**src/design/rv32i_types_pkg.sv**
```systemverilog
package rv32i_types_pkg;

	// ==================================================
	// datapath widths
	// ==================================================

	localparam int XLEN     = 32;	// data word width
	localparam int REG_AW   = 5;	// register number width
	localparam int NUM_REGS = 32;
	localparam int PC_STEP  = 4;	// bytes per instruction

	// ==================================================
	// decoded control encodings
	// ==================================================

	// writeback source select
	typedef enum logic [3:0] {
		alu_out  = 4'd0,
		br_en    = 4'd1,
		u_imm    = 4'd2,
		lw       = 4'd3,
		pc_plus4 = 4'd4,
		lb       = 4'd5,
		lbu      = 4'd6,
		lh       = 4'd7,
		lhu      = 4'd8
	} regfilemux_sel_e;

	// access width of a load or store
	typedef enum logic [1:0] {
		width_b = 2'b00,
		width_h = 2'b01,
		width_w = 2'b10
	} width_e;

endpackage

```
**src/design/regfile.sv**
```systemverilog
`timescale 1ns/100ps

module regfile (
	input  logic                                clk_i,
	input  logic                                rst_n_i,
	input  logic                                we_i,
	input  logic [rv32i_types_pkg::REG_AW-1:0] waddr_i,
	input  logic [rv32i_types_pkg::XLEN-1:0]   wdata_i,
	input  logic [rv32i_types_pkg::REG_AW-1:0] raddr_a_i,
	output logic [rv32i_types_pkg::XLEN-1:0]   rdata_a_o,
	input  logic [rv32i_types_pkg::REG_AW-1:0] raddr_b_i,
	output logic [rv32i_types_pkg::XLEN-1:0]   rdata_b_o
);

	logic [rv32i_types_pkg::XLEN-1:0] regs [rv32i_types_pkg::NUM_REGS];

	always_ff @(posedge clk_i) begin
		if (!rst_n_i) begin
			for (int i = 0; i < rv32i_types_pkg::NUM_REGS; i++) begin
				regs[i] <= '0;
			end
		end else if (we_i && (waddr_i != '0)) begin	// x0 stays zero
			regs[waddr_i] <= wdata_i;
		end
	end

	// both read ports are combinational
	assign rdata_a_o = regs[raddr_a_i];
	assign rdata_b_o = regs[raddr_b_i];

endmodule

```
**config.mk**
```make
export PLATFORM = sky130hd
export DESIGN_NAME = regfile
export DESIGN_NICKNAME = d
export VERILOG_FILES = /design/src/design/rv32i_types_pkg.sv /design/src/design/regfile.sv
export SDC_FILE = /design/constraint.sdc
export NUM_CORES = 2
export LEC_CHECK = 0
export CAP_MARGIN = 25
export CORE_MARGIN = 1
export CORE_UTILIZATION = 58
export DETAILED_ROUTE_END_ITERATION = 10
export DONT_BUFFER_PORTS = 1
export MAX_ROUTING_LAYER = met4
export PLACE_DENSITY = 0.76
export SYNTH_ARGS = -nofsm -noshare
export SYNTH_HDL_FRONTEND = slang
export SYNTH_SLANG_ARGS = --single-unit
```
**constraint.sdc**
```tcl
create_clock -name clk_i -period 3.7 [get_ports clk_i]
set_clock_uncertainty 0.2 [all_clocks]
set_input_delay 0.185 -clock clk_i [delete_from_list [all_inputs] [get_ports clk_i]]
set_output_delay 0.185 -clock clk_i [all_outputs]
set_load 0.1 [all_outputs]
```
After elaboration in Yosys (flattened, before gate mapping) --
Memory sizes are Yosys's and may differ from the RTL's. Index checks and enable logic that the tools add are counted. W data, S select, Z words.
Storage, ports and cells: register bits 0, memory bits (writable) 1024, word-level logic and storage cells 11, memories 1
Operators by class: multiplexer cells 7, reduce and logical (&&, ||, !) cells 3
Memories:
- regs | depth 32, bits a word 32, read ports 2, clocked after Yosys merged registers in 0, write ports 32, line regfile.sv:15 | logic [rv32i_types_pkg::XLEN-1:0] regs [rv32i_types_pkg::NUM_REGS];
Operator list (count):
- $mux W32 | 1
- $reduce_or A32 Y1 | 1
- $mux W1 | 5
- $mux W5 | 1
- $reduce_bool A5 Y1 | 1
- $logic_and A1 B1 Y1 | 1

Depth between registers and ports, before layout --
word-level depth 7, mapped depth 8, gate-level depth less buffers 5

Least setup slack after synthesis --
OpenSTA, ideal clock, no wires.
path kind input -> register, start input rst_n_i, end memory regs[24][0] (netlist bit), enable pin, setup time 0.466 ns, arrival 3.071 ns, setup slack -0.036 ns, stages 4, path buffers 1, cell sequence nand2_1 > or3_4 > buf_6 > o21ai_0
RTL lines:
- from (decl) | line regfile.sv:5 | input logic rst_n_i,
- to (decl) | line regfile.sv:15

Worst setup path in the final report --
start input raddr_a_i[1] (netlist bit), end output rdata_a_o[5] (netlist bit)
On the way: word-level cells in the longest chain between the ends 1
Ends and longest elaborated chain:
- from (decl) | line regfile.sv:9 | input logic [rv32i_types_pkg::REG_AW-1:0] raddr_a_i,
- $mem_v2 Z32 W32
- to (decl) | line regfile.sv:10 | output logic [rv32i_types_pkg::XLEN-1:0] rdata_a_o,
No other way between the ends.

==> qor.yml <==
clock_network:
  clock-sinks: 1024
  htreeDepth: 3
  clkTransAtPathRegs_ps: 60
  postCtsSetupRepairBufs: 0
  cts_buffers: 107
  ctsLongestPathBuffers: 3
  cts_tree: "yes"
  root_buffer: "clkbuf_16"
logic_synthesis:
  synth_top_area_cell: "edfxtp_1"
  ys_types: 32
  synthesis.area_mm2: 0.0557
  yosysWarnings: 0
  synth.top_cells.by_area: "edfxtp_1 (55%), mux2i_1 (18%), and2_1 (11%)"
  synth_top_area_frac: 0.552
  synth_edf_count: 1024
  synthCells: 4609
  synthFlopType: "edfxtp_1"
  synth-seq-cells: 1024
  synth_commonest_cells: "edfxtp_1 (1024), mux2i_1 (1024), and2_1 (994)"
  async_reset_ff_frac: 0
  seq_area_frac_synth: 0.552
  synth.avg_cell_area_um2: 12.1
timing:
  tightest_slew_ps: 3520
  setup_ws_ps: -793
  hold_violations: 0
  slew_viol_final: 567
  relSlewSlack: -1.35
  fmax_ghz: 0.223
  fin_crit_ps: 4490
  fin_crit_sh: 1.21
  hold_ws_ps: 130
  setup_violations: 13
  rsz0062_at_grt: "false"
setup_path:
  cp-startpoint: "raddr_a_i[1]"
  critPathKind: "in -> out"
  worstPathArrival_ps: 4110
  crit_fanout: 512
  critPathRequiredTime_ps: 3310
  endpoint_kind: "primary output"
  cp-start-kind: "primary input"
layout:
  multi_input_area_mm2: 0.0236
  top_register: "regs"
  finalNetCount: 4614
  seq_area_mm2: 0.0307
  num-fill-cells: 6920
  drive_above_1_share: 0.0978
  final_cells: 5921
  reg_top3: "regs x1024"
  largest_reg_flops: 1024
  area_growth_pct: 11.2
  fin_util: 0.652
global_routing:
  grt_pass1_vias: 39100
  overflow: 0
  grt_pass1_wl_um: 257000
  track_usage: 0.372
  antenna_found_initial: 6
  grt_start_max_net_pins: 513
power_and_ir_drop:
  powerDensity_mw_per_mm2: 452
  power_uw: 28000
  ir_worst_vdd_uv: 412
  power_leakage_uw: 0.0242
route:
  ant_nets: 0
  dr.pass1.iters: 6
  post_drt_wl_per_cell_um: 30.5
  first_iter_violations: 5581
  vias_per_cell: 6.73
  drc: 0
  wirelength_um: 181000
  via_count: 39860
worst_hold_path:
  hold_depth: 2
  min_path_type: "in -> reg"
  hp-start: "wdata_i[22]"
  hold_end: "regs[25][22]$_SDFFCE_PN0P_"
outcome:
  violations: "slew limit, setup timing"
  status: "complete, but fails checks"
placed_design:
  io_buffer_count: 0
  dp_hpwl_um: 105000
  place_congestion: 0.904
  post-place-cells: 5659
die:
  die_area_mm2: 0.0973
  io_pins: 114
  start_util: 0.586
  placeableCoreArea_mm2: 0.0950
  die_height_um: 312
  fp.dieW_um: 312
  core.rowCount: 113
run:
  drv_cap: 0
-- cell type report --
cell class                 instances  share of cell area
sequential                      1024               0.496
multi-input combinational       3165               0.380
timing repair buffer             265              0.0446
clock buffer                     126              0.0444
tap                             1265              0.0255
clock inverter                    69             0.00856
antenna                            6            0.000242
inverter                           1           0.0000606
-- cell usage in the layout (no fill, tap or decap), types with 32 or more instances in the layout --
cell type,count
a31oi_1,64
conb_1,32
nor3_1,64
and2_1,992
a22o_1,128
a22oi_1,192
nand3_1,193
a21oi_1,192
edfxtp_1,1024
mux2i_1,1024
clkbuf_16,111
buf_4,178
nand2_1,194
dlygate4sd3_1,38
-- cell families (layout without fill, tap and decap cells) --
| kind of cell | Yosys count | after routing | synth area share |
|---|---|---|---|
| simple gates | 1502 | 1502 | 0.154 |
| mux | 1024 | 1024 | 0.184 |
| flops | 1024 | 1024 | 0.552 |
| compound gates | 607 | 607 | 0.0732 |
| buf+inv | 451 | 461 | 0.0371 |
| other cells | 1 | 38 | 0.0000673 |
-- worst max-delay path, cell delays in order --
cell and delay, ps:
mux2i_1 1020, a22o_1 240, nor3_1 60, a31oi_1 330, nand3_1 280, buf_4 320
-- where the power goes --
| part | leakage (uW) | switching (uW) | total (uW) | internal [uW] |
|---|---|---|---|---|
| sequential | 0.00975 | 345 | 13800 | 13400 |
| clock | 0.00161 | 4750 | 10300 | 5540 |
| combinational | 0.0128 | 2640 | 3940 | 1310 |
| total | 0.0242 | 7730 | 28000 | 20300 |
-- per-layer routing --
layer | global-route usage | up-vias | routed length [um]
li1 | - | 16795 | -
met1 | 0.476 | 19694 | 67000
met2 | 0.560 | 2815 | 82300
met3 | 0.0900 | 556 | 22400
met4 | 0.176 | 0 | 8990
met5 | - | - | 0
-- timing repair --
| action | 4_1_cts | 5_1_grt |
|---|---|---|
| hold endpoints to repair | 2002 | 0 |
| gates resized for setup | 0 | 0 |
| hold buffers | 43 | 0 |
-- worst max-delay path by stage --
stage | to | slack, ps | cells after the start
5_1_grt | rdata_b_o[19] | 660 | 6
3_3_place_gp | regs[14][9]$_SDFFCE_PN0P_ | 1110 | 3
3_5_place_dp | regs[14][9]$_SDFFCE_PN0P_ | 1070 | 3
6_report | rdata_a_o[5] | -790 | 6
4_1_cts | rdata_a_o[19] | 800 | 6
2_1_floorplan | regs[24][0]$_SDFFCE_PN0P_ | -40 | 4
-- metrics by stage --
step / setup slack (ps) / setup TNS [ps] / cell area (um^2)
floorplan: -36.4 / -6360 / 55800
global placement: 1110 / 0 / 57700
detailed placement: 1070 / 0 / 57800
CTS: 800 / 0 / 61500
global route: 662 / 0 / 61900
finish: -793 / -5260 / 62000
Power figures use the tool's default switching activity.
