`src/design/mem_bus_pkg.sv`:
```
package mem_bus_pkg;

	// ==================================================
	// data bus between the stages, the host and the RAM
	// ==================================================

	localparam int DATA_W   = 32;	// bus data width
	localparam int BE_W     = DATA_W / 8;	// one enable per byte lane
	localparam int ADDR_LSB = 2;	// byte offset bits below the word address

	// who owns the RAM in a given cycle
	typedef enum logic {
		req_pipe = 1'b0,
		req_host = 1'b1
	} req_id_e;

endpackage

```
`src/design/rv32i_types_pkg.sv`:
```
package rv32i_types_pkg;

	// ==================================================
	// datapath widths
	// ==================================================

	localparam int XLEN     = 32;	// data word width
	localparam int REG_AW   = 5;	// register number width
	localparam int NUM_REGS = 32;
	localparam int PC_STEP  = 4;	// bytes per instruction

	// ==================================================
	// decoded control encodings
	// ==================================================

	// writeback source select
	typedef enum logic [3:0] {
		alu_out  = 4'd0,
		br_en    = 4'd1,
		u_imm    = 4'd2,
		lw       = 4'd3,
		pc_plus4 = 4'd4,
		lb       = 4'd5,
		lbu      = 4'd6,
		lh       = 4'd7,
		lhu      = 4'd8
	} regfilemux_sel_e;

	// access width of a load or store
	typedef enum logic [1:0] {
		width_b = 2'b00,
		width_h = 2'b01,
		width_w = 2'b10
	} width_e;

endpackage

```
`src/design/wb_stage.sv`:
```
`timescale 1ns/100ps

module wb_stage (
	input  logic                                  clk_i,
	input  logic                                  rst_n_i,
	input  logic                                  wb_valid_i,
	input  logic [rv32i_types_pkg::XLEN-1:0]      wb_alu_i,
	input  logic                                  wb_br_en_i,
	input  logic [rv32i_types_pkg::XLEN-1:0]      wb_pc_i,
	input  logic [rv32i_types_pkg::REG_AW-1:0]    wb_rd_i,
	input  logic                                  wb_load_regfile_i,
	input  rv32i_types_pkg::regfilemux_sel_e      wb_sel_i,
	input  logic [rv32i_types_pkg::XLEN-1:0]      wb_u_imm_i,
	input  logic [mem_bus_pkg::DATA_W-1:0]        wb_data_i,
	input  logic [mem_bus_pkg::BE_W-1:0]          wb_be_i,
	output logic                                  rf_we_o,
	output logic [rv32i_types_pkg::REG_AW-1:0]    rf_waddr_o,
	output logic [rv32i_types_pkg::XLEN-1:0]      rf_wdata_o
);

	logic [7:0]  byte_lane;
	logic [15:0] half_lane;
	logic [rv32i_types_pkg::XLEN-1:0] wb_value;

	// ==================================================
	// pick the lane named by the byte enables
	// ==================================================

	always_comb begin
		case (wb_be_i)
			4'b0010: byte_lane = wb_data_i[15:8];
			4'b0100: byte_lane = wb_data_i[23:16];
			4'b1000: byte_lane = wb_data_i[31:24];
			default: byte_lane = wb_data_i[7:0];
		endcase
	end

	assign half_lane = (wb_be_i == 4'b1100) ? wb_data_i[31:16] : wb_data_i[15:0];

	// ==================================================
	// writeback mux
	// ==================================================

	always_comb begin
		unique case (wb_sel_i)
			rv32i_types_pkg::alu_out:  wb_value = wb_alu_i;
			rv32i_types_pkg::br_en:    wb_value = {31'b0, wb_br_en_i};
			rv32i_types_pkg::u_imm:    wb_value = wb_u_imm_i;
			rv32i_types_pkg::lw:       wb_value = wb_data_i;
			rv32i_types_pkg::pc_plus4: wb_value = wb_pc_i + rv32i_types_pkg::PC_STEP;
			rv32i_types_pkg::lb:       wb_value = {{24{byte_lane[7]}}, byte_lane};
			rv32i_types_pkg::lbu:      wb_value = {24'b0, byte_lane};
			rv32i_types_pkg::lh:       wb_value = {{16{half_lane[15]}}, half_lane};
			rv32i_types_pkg::lhu:      wb_value = {16'b0, half_lane};
			default:                   wb_value = wb_alu_i;	// unused encodings
		endcase
	end

	always_ff @(posedge clk_i) begin
		if (!rst_n_i) rf_we_o <= 1'b0;
		else rf_we_o <= wb_valid_i && wb_load_regfile_i;
	end

	always_ff @(posedge clk_i) begin
		if (wb_valid_i) begin
			rf_waddr_o <= wb_rd_i;
			rf_wdata_o <= wb_value;
		end
	end

endmodule

```
`config.mk`:
```
export PLATFORM = sky130hd
export DESIGN_NAME = wb_stage
export DESIGN_NICKNAME = d
export VERILOG_FILES = /design/src/design/mem_bus_pkg.sv /design/src/design/rv32i_types_pkg.sv /design/src/design/wb_stage.sv
export SDC_FILE = /design/constraint.sdc
export NUM_CORES = 1
export LEC_CHECK = 0
export BUFFER_PORTS_ARGS = -buffer_cell sky130_fd_sc_hd__buf_2
export CAP_MARGIN = 20
export CORE_MARGIN = 5
export CORE_UTILIZATION = 46
export CTS_BUF_LIST = sky130_fd_sc_hd__clkbuf_2
export DETAILED_ROUTE_END_ITERATION = 7
export PLACE_DENSITY_LB_ADDON = 0.08
export SLEW_MARGIN = 20
export SYNTH_ARGS = -nofsm -noshare
export SYNTH_HDL_FRONTEND = slang
export SYNTH_SLANG_ARGS = --single-unit
```
`constraint.sdc`:
```
create_clock -name clk_i -period 2.4 [get_ports clk_i]
set_input_delay 0.12 -clock clk_i [delete_from_list [all_inputs] [get_ports clk_i]]
set_output_delay 0.12 -clock clk_i [all_outputs]
set_load 0.005 [all_outputs]
```
Yosys cells after proc, flatten, opt, wreduce, memory -nomap -nowiden
Cells that the tools add are included.
{ "word_totals": {"ff_bits": 38, "latch_bits": 0, "rom_bits": 0, "output_inout_bits": 38, "inputBits": 146, "ram_bits": 0, "n_memories": 0} }
{ "op_classes": {"n_eq_ne": 12, "magnitude_cmp": 0, "n_bitwise": 0, "n_div": 0, "shifts": 0, "n_addsub": 1, "n_mul": 0, "mux": 3, "reduce_logical": 1} }
{ "op_table": {"columns": ["op", "count"], "rows": [
  ["$pmux W32 S8", 1],
  ["$add A32 B3 Y32 const B", 1],
  ["$pmux W8 S3", 1],
  ["$eq A4 B3 Y1 const B", 5],
  ["$mux W16", 1],
  ["$eq A4 B2 Y1 const B", 3],
  ["$eq A4 B4 Y1 const B", 3],
  ["$eq A4 B1 Y1 const B", 1],
  ["$logic_and A1 B1 Y1", 1]
]} }

Depth between registers and ports, before layout
{ "logic_depth": {"word_depth": 3, "depth_mapped": 8, "ltp_nobuf": 6} }

Worst setup path after synthesis
OpenSTA, ideal clock, no wires.
{ "synth_timing": {"kind": "input-to-reg", "from": "input port wb_pc_i[2] in the netlist's numbering", "to": "register rf_wdata_o[24] in the netlist's numbering (data pin)", "n_path_buf": 1, "path_stages": 7, "path_slack_ps": 596, "arrival_ps": 1653, "setup_ps": 152, "cell_sequence": "ha_1 -> nand4_1 -> or4_1 -> buf_2 -> nor4_1 -> mux2_2 -> a31oi_1"} }
{ "synth_between": {"elab_chain_len": 2} }
{ "synth_rtl": {"columns": ["item", "line_no", "rtl"], "rows": [
  ["from (decl)", "wb_stage.sv:9", "input logic [rv32i_types_pkg::XLEN-1:0] wb_pc_i,"],
  ["$add A32 B3 Y32", "wb_stage.sv:50", "rv32i_types_pkg::pc_plus4: wb_value = wb_pc_i + rv32i_types_pkg::PC_STEP;"],
  ["$pmux W32 S8", "wb_stage.sv:45", "unique case (wb_sel_i)"],
  ["named net wb_value, one bit", "wb_stage.sv:23", "logic [rv32i_types_pkg::XLEN-1:0] wb_value;"],
  ["to (signal assigned)", "wb_stage.sv:67", "rf_wdata_o <= wb_value;"],
  ["to (decl)", "wb_stage.sv:18", "output logic [rv32i_types_pkg::XLEN-1:0] rf_wdata_o"]
]} }
The timed path passes the listed nets, and every way through them passes these cells.
A chain may end at the register's enable or synchronous reset.

Worst setup path in the final report
Same ends and word-level chain as after synthesis.

==> impl_metrics.toml <==
[sta]
slew_headroom = 0.4162
worst_hold_slack_ps = 13.27
max_freq_mhz = 524.0
setup_ws_ps = 491.7
slew_violations = 0
post-route-min-period_ps = 1908
finalSetupTns_ps = 0
final.period_utilization = 0.7951
finalHoldViolCount = 0
setup_viol = 0
worst_pin_slew_ps = 875.6
rsz0062_at_grt = "false"

[place]
placed_area_mm2 = 0.004242
dp.cells = 617
place.gp.congestion = 0.9709
place_ws_ps = 95.47
hpwl_um = 10420
port_buffers = 183

[finish]
drive_above_1_share = 0.4043
area_delta_synth_final_pct = 40.08
final_area_mm2 = 0.004425
final_cell_mix = "183 x buf_2, 37 x edfxtp_1, 36 x nor2_1"
post-route-util = 0.6550
fillers = 591
fin_cells = 634
layout_commonest_cell = "buf_2"
nets = 700
num_antenna_cells = 0

[hold_path]
hold_class = "in -> reg"

[synthesis]
syn_area_mm2 = 0.003159
ys.flop_type = "edfxtp_1"
yosys_warnings = 0
synth_top_area_cell = "edfxtp_1"
synth-seq-cells = 38
synth_top_area_frac = 0.3517
synth_edf_count = 37
synth_area_leaders = "edfxtp_1 35%, a22oi_1 4.8%, nor2_1 4.3%"
ys_types = 59
mappedNetlistNets = 509
async_flop_share = 0
syn_inst = 362
syn_avg_cell_area_um2 = 8.727
ys_seq_area_frac = 0.3580

[clock_network]
clock-sinks = 38
post_cts_buffers = 0
clk_pin_slew_ps = 230
clk_path_buf_depth = 2
hold_buffers = 9
cts_buffers = 5
ctsResizeCount = 0
cts_root_buffer = "clkbuf_2"
cts_tree = "done"
cts_max_level = 2

[floorplanning]
dieArea_mm2 = 0.008626
die_h_um = 92.88
start_util = 0.4676
rows = 30
dieWidth_um = 92.88
ios = 184
core_mm2 = 0.006756

[critical_path]
max_stage_delay_ps = 670
cp-end-kind = "register"
cp_max_fo = 14
start_kind = "input pin"
crit_type = "in -> reg"
cpMaxStageDelayCell = "or4_1"
cp_top_family = "simple AND/OR/NAND/NOR gates"
cp_data_required_time_ps = 2670
path_buf_inv = 1
critPathArrivalTime_ps = 2170
crit_chain = "buf_2 -> ha_1 -> nand4_1 -> or4_1 -> nor4_1 -> mux2_2 -> a31oi_1"

[global_route]
antenna_found_initial = 0
grt_max_degree = 39
grt_pass1_vias = 3719
grt_pass1_wl_um = 19620
grt_util_all_layers = 0.2912
grt_remaining_overflow = 0

[power]
p_leak_nw = 1.796
power.total_mw = 1.950
ir_drop_v = 0.0002208
powerDensity_mw_per_mm2 = 440.6

[detailed_routing]
wl_per_cell_um = 20.44
vias = 3944
totalWireLength_um = 12960
viasPerCell = 6.221
drtIter0Drc = 368
dr.pass1.iters = 6
drc_errors = 0
antenna_left = 0

[run_status]
status = "finished, final reports clean"

[job]
cap_violations = 0
[synth_stat cells, drive strengths merged (2+ instances only)]
| cell | instances |
|---|---|
| edfxtp | 37 |
| nor2 | 36 |
| nand2 | 33 |
| o21ai | 23 |
| a22oi | 20 |
| a31oi | 18 |
| buf | 14 |
| clkbuf | 12 |
| nor4 | 12 |
| a21oi | 11 |
| inv | 11 |
| nor3 | 11 |
| a41oi | 9 |
| xnor2 | 9 |
| a222oi | 8 |
| a221o | 7 |
| nand3 | 7 |
| nand4 | 7 |
| o31a | 7 |
| o21a | 6 |
| xor2 | 6 |
| nor2b | 5 |
| or4 | 5 |
| a221oi | 4 |
| a22o | 4 |
| nand2b | 4 |
| or2 | 4 |
| mux2i | 3 |
| nor4b | 3 |
| and3b | 2 |
| nand4b | 2 |
| o211ai | 2 |
| o32a | 2 |
[worst min-delay path, delay by kind of cell]
family / cells / cell delay [ps]
buf+inv: 1 / 70
compound gates: 1 / 110
simple gates: 1 / 30
[sequential cells by signal, indices dropped and copies added, names as in the netlist]
signal      cells
rf_waddr_o      5
rf_we_o         1
rf_wdata_o     32
[cells by family (layout without fill, tap and decap cells)]
kind of cell             count (synthesis)  in the layout  synth area share
AO/OA/AOI/OAI                          130            130            0.3010
XOR/XNOR                                15             15           0.04159
adder cells (fa/ha/maj)                  1              1          0.003960
buffers and inverters                   37            229           0.05069
flip-flops                              38             38            0.3580
multiplexers                             4              4           0.01307
AND/OR/NAND/NOR                        137            137            0.2317
[power by group]
part | switching [mW] | internal [mW] | leakage, nW
registers | 0.0184 | 0.819 | 0.369
logic | 0.320 | 0.271 | 1.37
clock network | 0.240 | 0.283 | 0.0532
total | 0.578 | 1.37 | 1.80
[worst paths after layout]
| path | from | slack [ps] | depth (start not counted) | end |
|---|---|---|---|---|
| max | wb_pc_i[2] | 490 | 7 | rf_wdata_o[24] |
| min | wb_alu_i[0] | 10 | 3 | rf_wdata_o[0] |
[metal layers]
| layer | part of all wire | track usage | wire, µm |
|---|---|---|---|
| met5 | 0 | 0 | 0 |
| met2 | 0.46 | 0.4697 | 5985 |
| met3 | 0.094 | 0.03981 | 1224 |
| met1 | 0.42 | 0.4126 | 5441 |
| met4 | 0.024 | 0.06960 | 310 |
[area by class of cell]
class | count | area [µm²] | share of cell area
clock inverters | 3 | 68.82 | 0.01555
repair buffers | 210 | 1154 | 0.2607
flip-flops and latches | 38 | 1131 | 0.2556
inverters | 11 | 41.29 | 0.009330
well taps | 80 | 100.1 | 0.02262
clock buffers | 5 | 25.02 | 0.005655
multi-input cells | 287 | 1906 | 0.4306
No activity file was read; power rests on OpenSTA's default activity.
