==> config.mk <==
export PLATFORM = sky130hd
export DESIGN_NAME = bus_arbiter
export DESIGN_NICKNAME = d
export VERILOG_FILES = /design/src/design/mem_bus_pkg.sv /design/src/design/bus_arbiter.sv
export SDC_FILE = /design/constraint.sdc
export NUM_CORES = 1
export LEC_CHECK = 0
export BUFFER_PORTS_ARGS = -buffer_cell sky130_fd_sc_hd__buf_4
export CORE_AREA = 2 2 81 83
export DETAILED_ROUTE_END_ITERATION = 8
export DIE_AREA = 0 0 83 85
export HOLD_SLACK_MARGIN = 0.03
export PLACE_DENSITY = 0.65
export SETUP_SLACK_MARGIN = 0.5
export SLEW_MARGIN = 20
export SYNTH_ARGS = -nofsm -noshare
export SYNTH_HDL_FRONTEND = slang
export SYNTH_SLANG_ARGS = --single-unit
==> constraint.sdc <==
create_clock -name clk_i -period 2.6 [get_ports clk_i]
set_input_delay 0.26 -clock clk_i [delete_from_list [all_inputs] [get_ports clk_i]]
set_output_delay 0.26 -clock clk_i [all_outputs]
set_load 0.05 [all_outputs]
==> src/design/mem_bus_pkg.sv <==
package mem_bus_pkg;

	// ==================================================
	// data bus between the stages, the host and the RAM
	// ==================================================

	localparam int DATA_W   = 32;	// bus data width
	localparam int BE_W     = DATA_W / 8;	// one enable per byte lane
	localparam int ADDR_LSB = 2;	// byte offset bits below the word address

	// who owns the RAM in a given cycle
	typedef enum logic {
		req_pipe = 1'b0,
		req_host = 1'b1
	} req_id_e;

endpackage

==> src/design/bus_arbiter.sv <==
`timescale 1ns/100ps

module bus_arbiter #(
	parameter int RAM_AW = 8
) (
	input  logic                           clk_i,
	input  logic                           rst_n_i,
	// memory stage
	input  logic                           pipe_req_i,
	input  logic                           pipe_we_i,
	input  logic [RAM_AW-1:0]              pipe_addr_i,
	input  logic [mem_bus_pkg::BE_W-1:0]   pipe_be_i,
	input  logic [mem_bus_pkg::DATA_W-1:0] pipe_wdata_i,
	output logic                           pipe_gnt_o,
	// host port
	input  logic                           host_req_i,
	input  logic                           host_we_i,
	input  logic [RAM_AW-1:0]              host_addr_i,
	input  logic [mem_bus_pkg::BE_W-1:0]   host_be_i,
	input  logic [mem_bus_pkg::DATA_W-1:0] host_wdata_i,
	output logic                           host_gnt_o,
	// RAM side
	output logic                           ram_en_o,
	output logic                           ram_we_o,
	output logic [RAM_AW-1:0]              ram_addr_o,
	output logic [mem_bus_pkg::BE_W-1:0]   ram_be_o,
	output logic [mem_bus_pkg::DATA_W-1:0] ram_wdata_o,
	input  logic [mem_bus_pkg::DATA_W-1:0] rdata_i,
	output logic [mem_bus_pkg::DATA_W-1:0] rdata_o
);

	mem_bus_pkg::req_id_e last_q, pend_id_q, sel;
	logic pend_v_q;
	logic pipe_elig, host_elig;

	// a requester whose access is already in the RAM waits for its grant
	assign pipe_elig = pipe_req_i && !(pend_v_q && pend_id_q == mem_bus_pkg::req_pipe);
	assign host_elig = host_req_i && !(pend_v_q && pend_id_q == mem_bus_pkg::req_host);

	always_comb begin
		sel = mem_bus_pkg::req_pipe;
		if (pipe_elig && host_elig) begin
			if (last_q == mem_bus_pkg::req_pipe) sel = mem_bus_pkg::req_host;	// take turns
		end else if (host_elig) begin
			sel = mem_bus_pkg::req_host;
		end
	end

	// ==================================================
	// RAM command mux
	// ==================================================

	assign ram_en_o    = pipe_elig || host_elig;
	assign ram_we_o    = ram_en_o && ((sel == mem_bus_pkg::req_host) ? host_we_i : pipe_we_i);
	assign ram_addr_o  = (sel == mem_bus_pkg::req_host) ? host_addr_i : pipe_addr_i;
	assign ram_be_o    = (sel == mem_bus_pkg::req_host) ? host_be_i : pipe_be_i;
	assign ram_wdata_o = (sel == mem_bus_pkg::req_host) ? host_wdata_i : pipe_wdata_i;

	always_ff @(posedge clk_i) begin
		if (!rst_n_i) begin
			pend_v_q  <= 1'b0;
			pend_id_q <= mem_bus_pkg::req_pipe;
			last_q    <= mem_bus_pkg::req_host;
		end else begin
			pend_v_q <= ram_en_o;
			if (ram_en_o) begin
				pend_id_q <= sel;
				last_q    <= sel;
			end
		end
	end

	// grant pulses with the returning data
	assign pipe_gnt_o = pend_v_q && (pend_id_q == mem_bus_pkg::req_pipe);
	assign host_gnt_o = pend_v_q && (pend_id_q == mem_bus_pkg::req_host);
	assign rdata_o    = rdata_i;

endmodule

# == Word-level counts from Yosys, hierarchy flattened ==
# Cells that the tools add are included.
# word_totals
output_inout_bits,80
register_bits,3
elab_cells,20
in_bits,126
# op_classes
muxes,7
bitwise_logic,1
n_reduce_logical,9
# op_table
operator,count
$mux 32,1
$mux 8,1
$logic_and 1x1->1,6
$mux 1,4
$mux 4,1
$logic_not 1->1,2
$logic_or 1x1->1,1
$not 1->1,1

# == Logic depth before layout (Yosys ltp) ==
# Gate-level depths: netlist (run 1).
# logic_depth
depth_word,8
mapped_depth,4
mapped_depth_nobuf,3

# == Worst setup path after synthesis (run 1) ==
# No wires, ideal clock.
# synth_timing
kind,reg2out
start,register pend_id_q
end,output port ram_we_o
path_stages_with_launch,4
t_required_ns,2.340
path_slack_ns,-0.175
n_path_buf,0
arrival_ns,2.515
cell_sequence,dfxtp_1 > mux2i_1 > a21oi_1 > a21boi_0
# synth_between
word_cells_on_any_way,13
cone_classes,mux: 3; bitwise: 1; reduce/logical: 9
# synth_lines
element,line_no,rtl
from (decl),bus_arbiter.sv:32,"mem_bus_pkg::req_id_e last_q, pend_id_q, sel;"
from (signal assigned),bus_arbiter.sv:62,pend_id_q <= mem_bus_pkg::req_pipe;
from (signal assigned),bus_arbiter.sv:67,pend_id_q <= sel;
$not 1->1,bus_arbiter.sv:37,assign pipe_elig = pipe_req_i && !(pend_v_q && pend_id_q == mem_bus_pkg::req_pipe);
$logic_and 1x1->1,bus_arbiter.sv:37,
$logic_not 1->1,bus_arbiter.sv:37,
$logic_and 1x1->1,bus_arbiter.sv:37,
$logic_or 1x1->1 *,bus_arbiter.sv:53,assign ram_en_o = pipe_elig || host_elig;
net ram_en_o,bus_arbiter.sv:23,"output logic ram_en_o,"
$logic_and 1x1->1 *,bus_arbiter.sv:54,assign ram_we_o = ram_en_o && ((sel == mem_bus_pkg::req_host) ? host_we_i : pipe_we_i);
to (decl),bus_arbiter.sv:24,"output logic ram_we_o,"
# The timed path passes the listed nets; every way through them passes the cells marked *.

# == Final worst setup path (run 1) ==
# layout_timing
start,register pend_v_q
end,output port ram_addr_o[7]
# layout_between
elab_chain_cells,6
word_cells_on_any_way,10
cone_classes,mux: 3; reduce/logical: 7
# layout_lines
element,line_no,rtl
from (decl),bus_arbiter.sv:33,logic pend_v_q;
from (signal assigned),bus_arbiter.sv:65,pend_v_q <= ram_en_o;
$logic_and 1x1->1 (on tied branches),"bus_arbiter.sv:38, bus_arbiter.sv:37",
$logic_not 1->1 (on tied branches),"bus_arbiter.sv:38, bus_arbiter.sv:37",
$logic_and 1x1->1 (on tied branches),"bus_arbiter.sv:38, bus_arbiter.sv:37",
$mux 1 or $logic_and 1x1->1 (tied branches),"bus_arbiter.sv:44, bus_arbiter.sv:42",
$mux 1 *,bus_arbiter.sv:42,if (pipe_elig && host_elig) begin
$mux 8 *,bus_arbiter.sv:55,assign ram_addr_o = (sel == mem_bus_pkg::req_host) ? host_addr_i : pipe_addr_i;
to (decl),bus_arbiter.sv:25,"output logic [RAM_AW-1:0] ram_addr_o,"
# Mark *: on every way between the ends. The rest lies on a longest branch, timed or not.

==> out/results.tsv, run 1 <==
metric	value	unit
number of max-cap violations	0	
P&R area growth vs syn	87.5	%
Slew HR	85.0	%
flops & latches, synth	3	
final setup vio count	0	
sequential area share after synthesis	5.45	%
design area	2070	sq um
multi-input logic area	753	sq um
worst r2r dst	pend_id_q	
Leak	1.16	nW
share of cells above drive strength 1	92.1	%
hold_sp	rst_n_i	
pre-CTS WS	0.582	ns
synth top area cells	mux2_4 (52%), buf_4 (22%), mux2_2 (6.1%)	
routing usage on met2	17.4	%
pwr/cell area	412	nW/um^2
GP Congestion	0.685	
RSZ-0062 raised after global routing	false	
first-pass GRT wire length	5.61	mm
CTS HTree Levels	1	
final hold violation count	0	
number of global-route vias before repair	1155	
CP Launch Type	flip-flop	
Final #Nets	341	
drt first pass iters	3	
antenna violations before repair	0	
R2R depth	4	
clock latency at the later pin of the worst-skew pair	0.21	ns
synthesized area per cell	10.9	sq um
largest net degree at the start of global routing	30	
Avg WL per Cell	13.3	um
Tot GR Track Use	9.84	%
CTS tree	built	
worst min path class	input pin to flip-flop	
Worst EP arrival	1.72	ns
crit path max fanout	13	
crit path time final	1.98	ns
Peak Freq	505	MHz
Synth top area share	51.8	%
worst setup margin	0.618	ns
Clock Root Buffer	clkbuf_8	
Die ar.	7060	sq um
Placed Area	2000	sq um
final slew viol count	0	
Die Y	85	um
launch point of the worst reg-to-reg path	pend_v_q	
setup TNS	0	ns
Crit. End Element	primary output	
Initial DRC Count	7	
synthesized cell area	1100	sq um
Num CTS Buffers	3	
hold_ws	0.245	ns
Post-Syn Instances	101	
Fillers	663	
status	completed	
Final ANT Viol Nets	0	
clock skew	0.0000994	ns
drt total wl	3.87	mm
chip width	83	um
CTS max path bufs	2	
postcts setup bufs	3	
Least-Margin Pin Slew	0.225	ns
DR vias/cell	3.93	
WHS Endpoint	last_q	
row count	29	
cts repair resizes	0	
GR Layer Usage met3	4.09	%
met1 GRT Util	11.0	%
dpl hpwl	3.34	mm
antenna fix cells	0	
busiest grt layer	met2	
Yosys Warn Count	0	
clock sinks	3	
detailed-route via count	1145	
worst hold path cell count	2	
fin crit share	76.2	%
cell type with the largest total area after synthesis	mux2_4	
sequential cell area	60.1	sq um
Max VDD drop	0.183	mV
Buffers on Ports	141	
CTS Hold Buffers Added	0	
Clock Pin Slew Worst Setup and Hold Paths	0.03	ns
Netlist cell types	19	
post-synth net total	227	
io pins	206	
Initial Util	17.8	%
Residual DRC	0	
reg2reg setup slack	1.44	ns
core outline area	6200	sq um
GRT Residual Overflow	0	
Setup CP Type	flip-flop to primary output	
Worst EP required	2.34	ns
-- state kept, by name, indices dropped and copies added (netlist names) --
signal and count:
pend_id_q 1, last_q 1, pend_v_q 1
-- per-stage QoR --
| step | power (mW) | utilization [%] | std cells |
|---|---|---|---|
| 2_1_floorplan | 0.628 | - | 101 |
| 3_3_place_gp | 0.713 | 32.2 | 284 |
| 3_5_place_dp | 0.717 | 32.2 | 284 |
| 4_1_cts | 0.862 | 33.3 | 291 |
| 5_1_grt | 0.890 | 33.3 | 291 |
| 6_report | 0.851 | 33.3 | 291 |
-- per-layer routing --
layer / routed length [um] / vias up
li1: - / 546
met1: 1430 / 513
met2: 2030 / 84
met3: 385 / 2
met4: 21 / 0
met5: 0 / -
-- Yosys cell counts (all sizes together) --
master	instances
mux2i	1
and2	1
buf	36
mux2	44
a21oi	1
nand3	2
nand2	2
nor2b	1
dfxtp	3
nand3b	1
nand4	1
nor2	1
o21ai	1
a21boi	2
a31o	1
inv	3
-- worst max-delay path, stage by stage (launching register included) --
cell	delay, ns
dfxtp_1	0.32
nand3b_2	0.26
nand3_4	0.11
buf_4	0.26
mux2_2	0.36
buf_4	0.19
-- kinds of logic after synthesis --
family          after synthesis  share of synthesized area [%]
compound gates                5                           3.06
buf+inv                      39                           26.9
flops                         3                           5.45
mux                          45                           58.8
simple gates                  9                           5.79
-- how the worst max path moves through the flow --
stage                    from               to  slack [ns]  cells after the start
floorplan           pend_id_q         ram_we_o        0.77                      3
global placement     pend_v_q    ram_addr_o[0]        0.61                      5
detailed placement   pend_v_q    ram_addr_o[0]        0.58                      5
CTS                  pend_v_q    ram_addr_o[7]        0.61                      5
global route        pend_id_q  ram_wdata_o[31]        0.55                      5
finish               pend_v_q    ram_addr_o[7]        0.62                      5
-- cell type report --
class,instances,share of cell area (%)
well taps,77,4.66
clock buffers,4,2.18
inverters,3,0.545
multi-input cells,59,36.4
repair buffers,145,53.3
flip-flops and latches,3,2.91
-- power breakdown --
| group | internal (mW) | leakage [nW] | switching (mW) |
|---|---|---|---|
| combinational | 0.297 | 1.12 | 0.366 |
| sequential | 0.0502 | 0.0250 | 0.00338 |
| clock | 0.104 | 0.0228 | 0.0301 |
| total | 0.452 | 1.16 | 0.400 |
-- cell usage in the layout (no fill, tap or decap) --
cell type,instances
nand2_1,2
nor2b_1,1
and2_1,1
buf_12,1
nand3_1,1
mux2_2,6
nand4_1,1
clkbuf_8,3
dfxtp_1,3
a21boi_2,1
o21ai_0,1
a21boi_0,1
clkbuf_1,1
a21oi_2,1
mux2_4,38
mux2i_1,1
a31o_2,1
buf_4,144
nor2_1,1
nand3_4,1
nand3b_2,1
inv_1,3
No activity file was read; power rests on OpenSTA's default activity.
==> run 2, diff against run 1 <==
Settings changed: CORE_AREA 2 2 81 83 to 2 2 80 82, DIE_AREA 0 0 83 85 to 0 0 82 84, PLACE_DENSITY 0.65 to 0.69.
Clock period 2.6 ns to 1.8 ns, I/O delays scaled along.
==> out/results.tsv, run 2 (synthesis gave the netlist of run 1 again) <==
metric	value	unit
GR Layer Usage met3	5.30	%
Setup CP Type	flip-flop to primary output	
Clock Pin Slew Worst Setup and Hold Paths	0.03	ns
CTS tree	built	
Initial Util	18.1	%
Max VDD drop	0.371	mV
met1 GRT Util	10.4	%
Critical Path Most Common Cell	buf_6	
RSZ-0062 raised after global routing	true	
first-pass GRT wire length	5.82	mm
Fillers	582	
Final ANT Viol Nets	0	
Worst EP arrival	1.59	ns
most common cell after layout, fill and taps aside	buf_4	
Slew HR	85.9	%
crit path max fanout	9	
R2R depth	5	
number of global-route vias before repair	1188	
reg2reg setup slack	0.68	ns
worst setup path end	ram_wdata_o[15]	
switching power	639	uW
share of cells above drive strength 1	94.6	%
GP Congestion	0.679	
chip width	82	um
DR vias/cell	4.02	
final slew viol count	0	
worst setup margin	0.0334	ns
clock sinks	3	
Worst EP required	1.62	ns
worst min path class	input pin to flip-flop	
pwr/cell area	573	nW/um^2
Peak Freq	566	MHz
Num CTS Buffers	3	
Crit. End Element	primary output	
largest net degree at the start of global routing	12	
Crit. Startpoint	pend_v_q	
CP Launch Type	flip-flop	
GRT Residual Overflow	0	
routing usage on met2	20.1	%
final hold violation count	0	
Clock power frac	13.3	%
combinational share of power	81.4	%
drt total wl	4.42	mm
Least-Margin Pin Slew	0.208	ns
Leak	1.38	nW
Clock Root Buffer	clkbuf_8	
CTS max path bufs	2	
P&R area growth vs syn	132	%
io pins	206	
clock latency at the later pin of the worst-skew pair	0.22	ns
drt first pass iters	4	
antenna fix cells	0	
detailed-route via count	1205	
worst r2r dst	pend_id_q	
launch point of the worst reg-to-reg path	pend_v_q	
top flop regs	last_q x1, pend_id_q x1, pend_v_q x1	
most frequent cells in the layout	buf_4 (96), mux2_4 (44), buf_6 (36)	
clock skew	0.000853	ns
Power Internal	828	uW
row count	29	
CTS HTree Levels	1	
number of max-cap violations	0	
Buffers on Ports	141	
final core occ	42.0	%
Tot GR Track Use	10.8	%
dpl hpwl	3.37	mm
crit path time final	1.77	ns
Initial DRC Count	14	
sequential power share	5.4	%
final setup vio count	0	
CP peak stage delay	0.34	ns
Final #Nets	350	
core outline area	6100	sq um
Die Y	84	um
status	completed	
antenna violations before repair	0	
Avg WL per Cell	14.7	um
Die ar.	6890	sq um
CP max stage cell	dfxtp_4	
switch share	43.5	%
busiest grt layer	met2	
fin crit share	98.1	%
Residual DRC	0	
pre-CTS WS	0.116	ns
cells along the critical path	nand3b_4 -> nand3_4 -> buf_6 -> buf_12 -> mux2_4 -> buf_6	
==> run 2: layer usage <==
layer	up-vias	part of all wire [%]
met1	545	31
li1	565	-
met2	91	51
met4	0	0.70
met3	4	16
met5	-	0
==> run 2: how the worst min path moves through the flow <==
stage | start | endpoint | slack, ns | cells after the start
global route | rst_n_i | last_q | 0.17 | 2
global placement | rdata_i[0] | rdata_o[0] | 0.36 | 0
detailed placement | rdata_i[0] | rdata_o[0] | 0.36 | 0
floorplan | rst_n_i | last_q | 0.25 | 1
CTS | rst_n_i | last_q | 0.15 | 2
finish | rst_n_i | last_q | 0.16 | 2
==> run 2: power groups by stage <==
stage | clock (mW) | combinational [mW] | sequential, mW
5_1_grt | 0.211 | 1.23 | 0.0794
2_1_floorplan | 0 | 0.856 | 0.0791
3_3_place_gp | 0 | 0.981 | 0.0799
6_report | 0.195 | 1.19 | 0.0786
3_5_place_dp | 0 | 0.986 | 0.0803
4_1_cts | 0.202 | 1.14 | 0.0788
==> run 2: repair_timing <==
item	4_1_cts	5_1_grt
buffers inserted	7	0
pin swaps	2	0
hold buffers	0	0
setup endpoints to repair	46	47
gates resized for setup	48	26
cloned	3	1
==> run 2: per-stage QoR <==
| stage | cell area, sq um | power [mW] | setup TNS (ns) | std cells | hold slack [ns] |
|---|---|---|---|---|---|
| global placement | 2070 | 1.06 | 0 | 285 | 0.360 |
| floorplan | 1170 | 0.935 | 0 | 101 | 0.252 |
| global route | 2560 | 1.52 | -0.453 | 300 | 0.168 |
| detailed placement | 2070 | 1.07 | 0 | 285 | 0.360 |
| finish | 2560 | 1.47 | 0 | 300 | 0.156 |
| CTS | 2440 | 1.42 | 0 | 299 | 0.155 |
==> run 2: critical path, delay by kind of cell, from the launching register on <==
kind	cells	cell delay [ns]
buffers and inverters	3	0.41
DFF	1	0.34
muxes	1	0.31
and+or+nand+nor	2	0.30
==> run 2: final cells by class <==
cell class / instances / area (sq um) / share of cell area (%)
multi-input cells: 59 / 817 / 31.9
clock buffers: 4 / 45.0 / 1.76
well taps: 77 / 96.3 / 3.76
flip-flops and latches: 3 / 67.6 / 2.64
inverters: 3 / 11.3 / 0.440
repair buffers: 154 / 1520 / 59.5
==> run 3, diff against run 2 <==
Settings changed: CELL_PAD_IN_SITES_DETAIL_PLACEMENT set to 1, CELL_PAD_IN_SITES_GLOBAL_PLACEMENT set to 2, CORE_AREA 2 2 80 82 to not set, CORE_MARGIN set to 2, CORE_UTILIZATION set to 10, DIE_AREA 0 0 82 84 to not set, PLACE_DENSITY 0.69 to 0.84, SLEW_MARGIN 20 to 10.
==> out/results.tsv, run 3 (synthesis gave the netlist of run 1 again) <==
metric	value	unit
status	completed	
number of max-cap violations	0	
hold_ws	0.159	ns
cell depth of the worst setup path	6	
P&R area growth vs syn	144	%
CTS max path bufs	2	
launch point of the worst reg-to-reg path	pend_v_q	
Max VDD drop	0.289	mV
Num CTS Buffers	3	
CTS tree	built	
final setup vio count	0	
crit path time final	1.75	ns
row count	38	
GP Congestion	0.644	
clock latency at the later pin of the worst-skew pair	0.22	ns
Final #Nets	351	
Crit. Startpoint	pend_v_q	
Die Y	109	um
worst min path class	input pin to flip-flop	
Tot GR Track Use	6.87	%
Clock Root Buffer	clkbuf_8	
drt first pass iters	3	
multi-input logic area	815	sq um
Buffers on Ports	141	
first-pass GRT wire length	6.29	mm
cells along the critical path	nand3b_4 -> nand3_4 -> buf_12 -> buf_12 -> mux2_4 -> buf_6	
clock sinks	3	
CTS HTree Levels	1	
final slew viol count	0	
io pins	206	
Least-Margin Pin Slew	0.216	ns
largest net degree at the start of global routing	9	
drt total wl	4.91	mm
pre-CTS WS	0.193	ns
Setup CP Type	flip-flop to primary output	
number of global-route vias before repair	1285	
DR vias/cell	3.39	
Initial Util	10.2	%
RSZ-0062 raised after global routing	true	
CP peak stage delay	0.34	ns
CP max stage cell	dfxtp_4	
Avg WL per Cell	13.5	um
Die ar.	11900	sq um
CP Buf/Inv Count	3	
top flop regs	last_q x1, pend_id_q x1, pend_v_q x1	
detailed-route via count	1233	
pwr/cell area	563	nW/um^2
R2R depth	5	
worst r2r dst	pend_id_q	
Fillers	1216	
GRT Residual Overflow	0	
antenna violations before repair	0	
reg2reg setup slack	0.66	ns
delay-heaviest family, CP	buffers and inverters	
fin crit share	97.2	%
CP Launch Type	flip-flop	
Residual DRC	0	
core outline area	10800	sq um
Worst EP required	1.62	ns
sequential cell area	65.1	sq um
Crit. End Element	primary output	
dpl hpwl	3.84	mm
Slew HR	85.3	%
chip width	109	um
share of cells above drive strength 1	94.2	%
Peak Freq	572	MHz
clock skew	0.00187	ns
Clock Pin Slew Worst Setup and Hold Paths	0.03	ns
most common cell after layout, fill and taps aside	buf_4	
final hold violation count	0	
most frequent cells in the layout	buf_4 (98), mux2_4 (44), buf_8 (30)	
worst setup path end	ram_addr_o[6]	
Leak	1.40	nW
crit path max fanout	8	
Initial DRC Count	28	
Final ANT Viol Nets	0	
worst setup margin	0.0507	ns
Worst EP arrival	1.57	ns
antenna fix cells	0	
Critical Path Most Common Cell	buf_12	
[run 3: cell types whose count changed in the layout (fill, tap and decap cells not counted)]
cell,previous run,this run
buf_8,14,30
nor2b_2,1,0
buf_12,4,3
buf_4,96,98
dfxtp_4,2,1
dfxtp_2,0,1
buf_16,3,4
clkbuf_16,1,0
nor2b_1,0,1
buf_6,36,20
[run 3: per-layer routing]
metal  up-vias  part of all wire (%)  track usage [%]  routed length [um]
met5         -                     0                0                   0
met4         0                  0.47             1.56                  23
met3         4                   9.8             2.03                 479
met2        76                    58             13.8                2860
met1       584                    32             6.83                1550
li1        569                     -                -                   -
[run 3: stage by stage]
| step | total power [mW] | cell area [sq um] | std cells | utilization (%) | setup TNS, ns |
|---|---|---|---|---|---|
| after floorplan | 0.935 | 1170 | 101 | - | 0 |
| after global placement | 1.07 | 2150 | 349 | 20.0 | 0 |
| after detailed placement | 1.08 | 2150 | 349 | 20.0 | 0 |
| after CTS | 1.47 | 2580 | 363 | 23.9 | 0 |
| after global routing | 1.57 | 2690 | 364 | 24.9 | -0.0546 |
| final | 1.52 | 2690 | 364 | 24.9 | 0 |
[run 3: cell type report]
class,instances,share of cell area (%)
clock buffers,4,1.67
inverters,3,0.418
well taps,140,6.51
multi-input cells,59,30.3
repair buffers,155,58.7
flip-flops and latches,3,2.42
[run 3: what timing repair did]
item / 4_1_cts / 5_1_grt
buffers inserted: 6 / 1
hold buffers: 0 / 0
setup endpoints to repair: 46 / 47
gates resized for setup: 60 / 29
cloned: 4 / 0
pin swaps: 1 / 0
[run 3: how the worst min path moves through the flow]
stage,startpoint,endpoint,slack [ns],cells past startpoint
final,rst_n_i,last_q,0.16,2
after global routing,rst_n_i,last_q,0.18,2
after CTS,rst_n_i,last_q,0.16,2
after detailed placement,rdata_i[11],rdata_o[11],0.36,0
after global placement,rdata_i[11],rdata_o[11],0.36,0
after floorplan,rst_n_i,last_q,0.25,1
[run 3: worst register-to-register path, cell delays in order, from the launching register on]
cell and delay, ns:
dfxtp_4 0.35, nand3b_4 0.14, nand3_4 0.10, buf_4 0.16, buf_16 0.14, a21boi_0 0.17
[run 3: power breakdown]
part           total [mW]  switching (mW)  leakage (nW)  internal, mW
Sequential         0.0791         0.00629        0.0258        0.0728
Combinational        1.23           0.602          1.35         0.632
Clock               0.202          0.0504        0.0228         0.152
